[config.mk]
export PLATFORM = sky130hd
export DESIGN_NAME = outputChannel
export DESIGN_NICKNAME = d
export VERILOG_FILES = /design/src/hdl/nocPkg.sv /design/src/hdl/arbPkg.sv /design/src/hdl/outputChannel.sv /design/src/hdl/flitMux.sv /design/src/hdl/roundRobinArbiter.sv /design/src/hdl/packetTimer.sv
export SDC_FILE = /design/constraint.sdc
export NUM_CORES = 1
export LEC_CHECK = 0
export BUFFER_PORTS_ARGS = -buffer_cell sky130_fd_sc_hd__buf_2
export CAP_MARGIN = 10
export CORE_MARGIN = 10
export CORE_UTILIZATION = 48
export DETAILED_ROUTE_END_ITERATION = 10
export GPL_ROUTABILITY_DRIVEN = 0
export HOLD_SLACK_MARGIN = 0.15
export MAX_ROUTING_LAYER = met4
export PLACE_DENSITY = 0.76
export SETUP_SLACK_MARGIN = 0.05
export SKIP_CTS_REPAIR_TIMING = 1
export SLEW_MARGIN = 40
export SYNTH_ARGS = -nofsm -noshare
export SYNTH_HDL_FRONTEND = slang
export SYNTH_SLANG_ARGS = --single-unit
[constraint.sdc]
create_clock -name clk -period 2.2 [get_ports clk]
set_input_delay 0.44 -clock clk [delete_from_list [all_inputs] [get_ports clk]]
set_output_delay 0.44 -clock clk [all_outputs]
set_load 0.01 [all_outputs]
[src/hdl/nocPkg.sv]
package nocPkg;

  // ~~~~~~~~~~~~~~~~~~~~~~~~~~~~~~~~~~~~~~~~~~~~~~~~~~~~~~~~~~~~~~~~~~~~~~~~~
  // Flit format.
  // ~~~~~~~~~~~~~~~~~~~~~~~~~~~~~~~~~~~~~~~~~~~~~~~~~~~~~~~~~~~~~~~~~~~~~~~~~

  typedef enum logic [2:0]
  {
    FlitIdle = 3'd0,
    FlitHead = 3'd1,
    FlitBody = 3'd2,
    FlitTail = 3'd3
  } flitId_e;

  // Length is only meaningful in a head flit.
  typedef struct packed
  {
    flitId_e     flitId;
    logic [11:0] length;
    logic [15:0] payload;
  } flit_t;

  localparam flit_t IdleFlit = '{flitId: FlitIdle, length: '0, payload: '0};

  // ~~~~~~~~~~~~~~~~~~~~~~~~~~~~~~~~~~~~~~~~~~~~~~~~~~~~~~~~~~~~~~~~~~~~~~~~~
  // Router ports.
  // ~~~~~~~~~~~~~~~~~~~~~~~~~~~~~~~~~~~~~~~~~~~~~~~~~~~~~~~~~~~~~~~~~~~~~~~~~

  localparam int NumPorts = 5;

  typedef struct packed
  {
    logic  req;
    flit_t flit;
  } portIn_t;

  typedef enum logic [2:0]
  {
    PortL = 3'd0,
    PortN = 3'd1,
    PortE = 3'd2,
    PortW = 3'd3,
    PortS = 3'd4
  } portIdx_e;

endpackage
[src/hdl/arbPkg.sv]
package arbPkg;

  import nocPkg::*;

  // One-hot grant state, one bit per port plus idle.
  typedef enum logic [5:0]
  {
    ArbIdle = 6'b000001,
    GrantL  = 6'b000010,
    GrantN  = 6'b000100,
    GrantE  = 6'b001000,
    GrantW  = 6'b010000,
    GrantS  = 6'b100000
  } arbState_e;

  // Per-port bits for requests, timer runs and times-up.
  typedef struct packed
  {
    logic l;
    logic n;
    logic e;
    logic w;
    logic s;
  } portVec_t;

  // Flits of all ports, element index follows portIdx_e.
  typedef flit_t [NumPorts-1:0] portFlits_t;

endpackage

[src/hdl/outputChannel.sv]
`timescale 1ns/100ps

module outputChannel
  import nocPkg::*;
  import arbPkg::*;
(
  input  logic      clk,
  input  logic      rst,
  input  portIn_t   portL,
  input  portIn_t   portN,
  input  portIn_t   portE,
  input  portIn_t   portW,
  input  portIn_t   portS,
  output arbState_e grant,
  output flit_t     outFlit
);

  portVec_t   reqs;
  portFlits_t flits;

  assign reqs = '{
    l: portL.req,
    n: portN.req,
    e: portE.req,
    w: portW.req,
    s: portS.req
  };

  // Element order follows portIdx_e, South in the top slot.
  assign flits = {portS.flit, portW.flit, portE.flit, portN.flit, portL.flit};

  roundRobinArbiter arb (
    .clk   (clk),
    .rst   (rst),
    .reqs  (reqs),
    .flitL (portL.flit),
    .flitN (portN.flit),
    .flitE (portE.flit),
    .flitW (portW.flit),
    .flitS (portS.flit),
    .grant (grant)
  );

  flitMux mux (
    .clk     (clk),
    .rst     (rst),
    .grant   (grant),
    .flits   (flits),
    .outFlit (outFlit)
  );

endmodule

[src/hdl/flitMux.sv]
`timescale 1ns/100ps

module flitMux
  import nocPkg::*;
  import arbPkg::*;
(
  input  logic       clk,
  input  logic       rst,
  input  arbState_e  grant,
  input  portFlits_t flits,
  output flit_t      outFlit
);

  portIdx_e sel;
  logic     granted;

  // One-hot grant to port index.
  always_comb
  begin
    sel     = PortL;
    granted = 1'b1;
    case (grant)
      GrantL: sel = PortL;
      GrantN: sel = PortN;
      GrantE: sel = PortE;
      GrantW: sel = PortW;
      GrantS: sel = PortS;
      default:
        granted = 1'b0;
    endcase
  end

  // An idle channel sends the idle flit, never the last one again.
  always_ff @(posedge clk)
  begin
    if (rst)
    begin
      outFlit <= IdleFlit;
    end
    else if (granted)
    begin
      outFlit <= flits[sel];
    end
    else
    begin
      outFlit <= IdleFlit;
    end
  end

endmodule

[src/hdl/roundRobinArbiter.sv]
`timescale 1ns/100ps

module roundRobinArbiter
  import nocPkg::*;
  import arbPkg::*;
(
  input  logic      clk,
  input  logic      rst,
  input  portVec_t  reqs,
  input  flit_t     flitL,
  input  flit_t     flitN,
  input  flit_t     flitE,
  input  flit_t     flitW,
  input  flit_t     flitS,
  output arbState_e grant
);

  portVec_t  runTimer;
  portVec_t  timesUp;
  arbState_e nextGrant;

  // First requester in rotating order beginning at start.
  function automatic arbState_e firstReq(input portVec_t r, input portIdx_e start);
    logic [NumPorts-1:0] bits;
    int unsigned         idx;
    arbState_e           pick;
    bits = {r.s, r.w, r.e, r.n, r.l};
    pick = ArbIdle;
    // Walk from the farthest port inward so the nearest one wins.
    for (int i = NumPorts - 1; i >= 0; i--)
    begin
      idx = (int'(start) + i) % NumPorts;
      if (bits[idx])
      begin
        pick = arbState_e'(6'b000010 << idx);
      end
    end
    return pick;
  endfunction

  // ~~~~~~~~~~~~~~~~~~~~~~~~~~~~~~~~~~~~~~~~~~~~~~~~~~~~~~~~~~~~~~~~~~~~~~~~~
  // Packet timers, one per input port.
  // ~~~~~~~~~~~~~~~~~~~~~~~~~~~~~~~~~~~~~~~~~~~~~~~~~~~~~~~~~~~~~~~~~~~~~~~~~

  packetTimer timerL (
    .clk      (clk),
    .rst      (rst),
    .flit     (flitL),
    .runTimer (runTimer.l),
    .timesUp  (timesUp.l)
  );

  packetTimer timerN (
    .clk      (clk),
    .rst      (rst),
    .flit     (flitN),
    .runTimer (runTimer.n),
    .timesUp  (timesUp.n)
  );

  packetTimer timerE (
    .clk      (clk),
    .rst      (rst),
    .flit     (flitE),
    .runTimer (runTimer.e),
    .timesUp  (timesUp.e)
  );

  packetTimer timerW (
    .clk      (clk),
    .rst      (rst),
    .flit     (flitW),
    .runTimer (runTimer.w),
    .timesUp  (timesUp.w)
  );

  packetTimer timerS (
    .clk      (clk),
    .rst      (rst),
    .flit     (flitS),
    .runTimer (runTimer.s),
    .timesUp  (timesUp.s)
  );

  // ~~~~~~~~~~~~~~~~~~~~~~~~~~~~~~~~~~~~~~~~~~~~~~~~~~~~~~~~~~~~~~~~~~~~~~~~~
  // Grant FSM.
  // ~~~~~~~~~~~~~~~~~~~~~~~~~~~~~~~~~~~~~~~~~~~~~~~~~~~~~~~~~~~~~~~~~~~~~~~~~

  always_comb
  begin
    runTimer  = '0;
    nextGrant = ArbIdle;
    case (grant)
      ArbIdle:
        nextGrant = firstReq(reqs, PortL);
      GrantL:
        if (reqs.l && !timesUp.l)
        begin
          runTimer.l = 1'b1;
          nextGrant  = GrantL;
        end
        else
          nextGrant = firstReq(reqs, PortN);
      GrantN:
        if (reqs.n && !timesUp.n)
        begin
          runTimer.n = 1'b1;
          nextGrant  = GrantN;
        end
        else
          nextGrant = firstReq(reqs, PortE);
      GrantE:
        if (reqs.e && !timesUp.e)
        begin
          runTimer.e = 1'b1;
          nextGrant  = GrantE;
        end
        else
          nextGrant = firstReq(reqs, PortW);
      GrantW:
        if (reqs.w && !timesUp.w)
        begin
          runTimer.w = 1'b1;
          nextGrant  = GrantW;
        end
        else
          nextGrant = firstReq(reqs, PortS);
      GrantS:
        if (reqs.s && !timesUp.s)
        begin
          runTimer.s = 1'b1;
          nextGrant  = GrantS;
        end
        else
          nextGrant = firstReq(reqs, PortL);
      default:
        nextGrant = ArbIdle;
    endcase
  end

  always_ff @(posedge clk)
  begin
    if (rst)
      grant <= ArbIdle;
    else
      grant <= nextGrant;
  end

endmodule

[src/hdl/packetTimer.sv]
`timescale 1ns/100ps

module packetTimer
  import nocPkg::*;
(
  input  logic  clk,
  input  logic  rst,
  input  flit_t flit,
  input  logic  runTimer,
  output logic  timesUp
);

  logic [11:0] limit;
  logic [11:0] count;

  // Limit follows every head flit on the port, granted or not.
  always_ff @(posedge clk)
  begin
    if (rst)
    begin
      limit <= '0;
      count <= '0;
    end
    else
    begin
      if (flit.flitId == FlitHead)
      begin
        limit <= flit.length;
      end
      if (runTimer)
      begin
        count <= count + 12'd1;
      end
      else
      begin
        count <= '0;
      end
    end
  end

  assign timesUp = (count == limit);

endmodule

; ---- After elaboration in Yosys (flattened, before gate mapping)
; Index checks and enable logic that the tools add are counted.
[totals]
ff_bits = 157
wordCells = 104
out_inout_bits = 37
inputBits = 162
[classes]
mux = 45
reduce_logical = 17
n_lt_le_gt_ge = 1
bitwise = 6
n_addsub = 5
n_eq_ne = 16
[ops]
columns = op, n
row1 = 6-bit two-way mux, 20
row2 = 31-bit binary-select mux with 3-bit select, 1
row3 = 12-bit by 1-bit adder with 12-bit output (second input constant), 5
row4 = 12-bit equality test, 5
row5 = 6-bit case mux with 6 select lines, 1
row6 = 31-bit two-way mux, 1
row7 = 5-bit two-way mux, 4
row8 = 3-bit by 1-bit equality test with 1-bit output (second input constant), 5
row9 = 4-bit two-way mux, 3
row10 = 3-bit case mux with 4 select lines, 1
row11 = 2-bit OR reduction, 6
row12 = 1-bit two-way mux, 11
row13 = 6-bit by 1-bit equality test with 1-bit output (second input constant), 1
row14 = 6-bit by 2-bit equality test with 1-bit output (second input constant), 1
row15 = 6-bit by 3-bit equality test with 1-bit output (second input constant), 1
row16 = 6-bit by 4-bit equality test with 1-bit output (second input constant), 1
row17 = 6-bit by 5-bit equality test with 1-bit output (second input constant), 1
row18 = 6-bit equality test (second input constant), 1
row19 = 3-bit two-way mux, 2
row20 = 1-bit NOT, 6
row21 = 1-bit logical AND, 5
row22 = 1-bit zero test, 5
row23 = 5-bit OR reduction, 1
row24 = 3-bit by 4-bit < comparator with 1-bit output (second input constant), 1
row25 = 2-bit two-way mux, 1

; ---- Logic depth before layout (Yosys ltp)
[depth]
word_depth = 7
ltp_mapped = 10
ltp_nobuf = 6

; ---- Hierarchy
; A second synthesis with hierarchy kept.
[unflattened]
cells_unflattened = 924
area_unflattened_um2 = 8341.8
[modules_own_cells]
columns = module, area_per_inst_um2, n_inst, cells_each, seq_area_each_um2
row1 = packetTimer (arb.timerE ...), 1073.5, 3, 113, 480.5
row2 = flitMux, 2279.7, 1, 274, 620.6
row3 = packetTimer (arb.timerS ...), 1076.0, 2, 113, 480.5
row4 = roundRobinArbiter, 689.4, 1, 85, 120.1

; ---- Worst setup path after synthesis
; No wires, ideal clock.
[synth_timing]
path_type = reg2reg
from = reg arb.grant[4]
to = reg arb.timerL.count[6]
stages_incl_launch_ff = 8
t_required_ns = 2.138
t_arrival_ns = 2.038
period_less_slack_ns = 2.100
setup_time_ns = 0.062
n_path_buf = 3
slack_ns = 0.100
path_cell_list = dfxtp_1 > buf_6 > or3_1 > buf_2 > or4b_4 > or3_4 > buf_6 > nor2_2
[synth_via]
elab_chain_cells = 4
[synth_lines]
columns = item, line
row1 = "start, declared", roundRobinArbiter.sv:15  ; output arbState_e grant
row2 = "start signal, assigned", roundRobinArbiter.sv:144  ; grant <= ArbIdle;
row3 = "start signal, assigned", roundRobinArbiter.sv:146  ; grant <= nextGrant;
row4 = 6-bit by 2-bit equality test with 1-bit output, roundRobinArbiter.sv:93  ; case (grant)
row5 = 1-bit two-way mux, roundRobinArbiter.sv:93
row6 = 1-bit NOT (no line), -
row7 = 2-bit OR reduction (no line), -
row8 = "end signal, assigned", packetTimer.sv:32  ; count <= count + 12'd1;
row9 = "end, declared", packetTimer.sv:14  ; logic [11:0] count;
; No other way between the ends.
; A chain may end at the register's enable or synchronous reset.

; ---- Final worst setup path
[layout_timing]
from = reg arb.grant[1]
to = reg mux.outFlit[0] (netlist name)
[layout_via]
elab_chain_cells = 5
elab_cells_between_ends = 12
cone_classes = eq/ne (5) / mux (4) / bitwise (1) / reduce/logical (2)
[layout_lines]
columns = item
row1 = "parallel branches: the longest is 5 deep, another holds 31-bit binary-select mux with 3-bit select"
; Parallel ways; which one is timed is not known. The select of a mux whose other input is x is not followed.

==> metrics.cfg <==
[floorplanning]
rows=46
dieArea_um2=21690
start_util_pct=48.96
die_h_um=147.3
num_io_pins=199
die_w_um=147.3
core-area_um2=15890

[grt]
grtUsageMet1_pct=28.96
track_usage_pct=24.67
gr-usage-met3_pct=6.726
grt_max_degree=63
first_global_vias=7532
grt_pass1_wl_um=41450
grt.overflow.total=0
gr-usage-met2_pct=38.75
antenna_found_initial=1
busiest_layer=met2

[worst_setup_path]
required_ps=2510
arrival_ps=2450
reg2regPathDepth=8
startpoint_type=flip-flop
reg2reg_slack_ps=60
r2r_end=mux.outFlit[0]
cp_max_fo=62
end_kind=flip-flop
r2r-start=arb.grant[1]
path_class=reg2reg

[final_layout]
final_nets=1338
fin_cells=1401
post-route-util_pct=62.40
layout-drive-gt1-share_pct=25.25
mostFrequentLayoutCells=buf_2 (198), nand2_1 (178), dfxtp_1 (157), nor2_1 (129), nand3_1 (112)
largest_register_ff_count=31
top_register=mux.outFlit
area_growth_pct=27.45
final_common_cell=buf_2

[logic_synthesis]
ys_async_sr_fraction_pct=0
yosysUniqueCellTypes=50
avgSynthCellArea_um2=8.018
synth_seq_cells=157
syn_inst=970
synth_edf_count=0
yosys_warnings=0
syn_area_um2=7777
synth_ff_type=dfxtp_1
synth-seq-area-share_pct=40.41
synthesis.nets=1137

[detailed_routing]
first_iter_violations=616
vias=7754
ant_nets=0
drc_errors=0
first_pass_iters=5
via_per_inst=5.535
avgRoutedWirePerCell_um=19.18
routed_wl_um=26870

[min_path]
hold_end=mux.outFlit[8]
hold_start=portS[8]
hold_path_class=in2reg
min_path_cells=3

[clocking]
tritoncts=done
cts_made_buffers=17
cts.sinks=157
cts.clk_slew.worst_paths_ps=60
clock_latency_ps=430
clockBufferDepth=2
root_buffer=clkbuf_16
h-tree-depth=4

[power_and_ir_drop]
finalPower_w=0.007179
p_leak_nw=4.058
p_per_area_nw_per_um2=724.3
peakVddDrop_v=0.0005454

[place]
hpwl_um=20680
dp.cells=1368
io_buffers=198

[timing]
finalCritPeriodShare_pct=97.31
setup_viol=0
period_minus_slack_ps=2141
rsz0062_at_grt=yes
fin_skew_ps=5.731
hold_viol=0
worstMarginPinSlew_ps=501.0
relSlewSlack_pct=66.60
worst_hold_slack_ps=250.3
fmax_mhz=467.1
drv_slew=0

[status]
run_status=finished clean

[run]
cap_violations=0

[where the power goes]
part / leakage [nW] / switching [W] / internal [W] / total, W
clock network: 0.323 / 0.00115 / 0.00206 / 0.00321
logic: 2.47 / 0.000558 / 0.000445 / 0.00100
registers: 1.27 / 0.0000534 / 0.00292 / 0.00297
total: 4.06 / 0.00176 / 0.00542 / 0.00718
[final cells by class]
cell class	instances	area (µm²)
timing repair buffer	235	1335
antenna	1	2.502
clock inverter	4	95.09
multi-input combinational	751	4476
tap	216	270.3
clock buffer	28	556.8
inverter	9	33.78
fill	1406	5973
sequential	157	3143
[synth_stat cells, types with 3 or more instances]
master	instances	area, µm²
nand2_1	178	668.1
dfxtp_1	157	3143
nor2_1	129	484.2
nand3_1	113	565.5
xnor2_1	82	718.2
mux2i_1	60	600.6
clkbuf_1	38	142.6
a21oi_1	37	185.2
nand4_1	30	187.7
xor2_1	29	254.0
buf_2	11	55.05
nor2_2	10	62.56
inv_1	9	33.78
and3_1	7	43.79
o21ai_0	7	35.03
or3_1	7	43.79
and4_1	6	52.55
nor3_1	6	30.03
ha_1	5	62.56
nor3b_1	5	37.54
nand2b_1	3	18.77
nand3b_1	3	22.52
o311a_1	3	30.03
[cell families (layout without fill, tap and decap cells)]
logic type | count (synthesis) | after routing | synth area share, %
xor gates and xnor gates | 111 | 111 | 12.50
other | 0 | 1 | 0
buffers and inverters | 62 | 276 | 3.362
DFF | 157 | 157 | 40.41
and+or+nand+nor | 511 | 511 | 30.12
adders and majority gates | 5 | 5 | 0.8044
AOI/OAI and AO/OA | 64 | 64 | 5.084
muxes | 60 | 60 | 7.722
[worst max-delay path, cell delays in order, from the launching register on]
cell and delay, ps:
dfxtp_1 360, buf_4 180, or3b_2 530, o22a_2 230, buf_12 190, nand2_1 130, nand3_2 160, nand3_1 130
a21oi_1 80
[metal layers]
layer,vias to the layer above,wire (µm)
li1,3672,-
met2,391,12560
met3,63,2504
met5,-,0
met4,0,980
met1,3628,10820
[per-stage QoR]
step	setup TNS (ps)	setup WS (ps)	area, µm²
after floorplan	0	100.3	7777
after global placement	0	24.84	9191
after detailed placement	-1.043	-1.043	9191
after CTS	-16.14	-16.14	9843
final	0	59.19	9912
after global routing	0	29.26	9912
[worst max path at each step]
| stage | start | end | slack, ps | cells after the start |
|---|---|---|---|---|
| after floorplan | arb.grant[4] | arb.timerL.count[6] | 100 | 7 |
| after global placement | arb.grant[1] | mux.outFlit[0] | 20 | 7 |
| after detailed placement | arb.grant[1] | mux.outFlit[0] | -1 | 7 |
| after CTS | arb.grant[1] | mux.outFlit[0] | -20 | 7 |
| after global routing | arb.grant[1] | mux.outFlit[0] | 30 | 8 |
| final | arb.grant[1] | mux.outFlit[0] | 60 | 8 |
(Power assumes the default switching activity.)
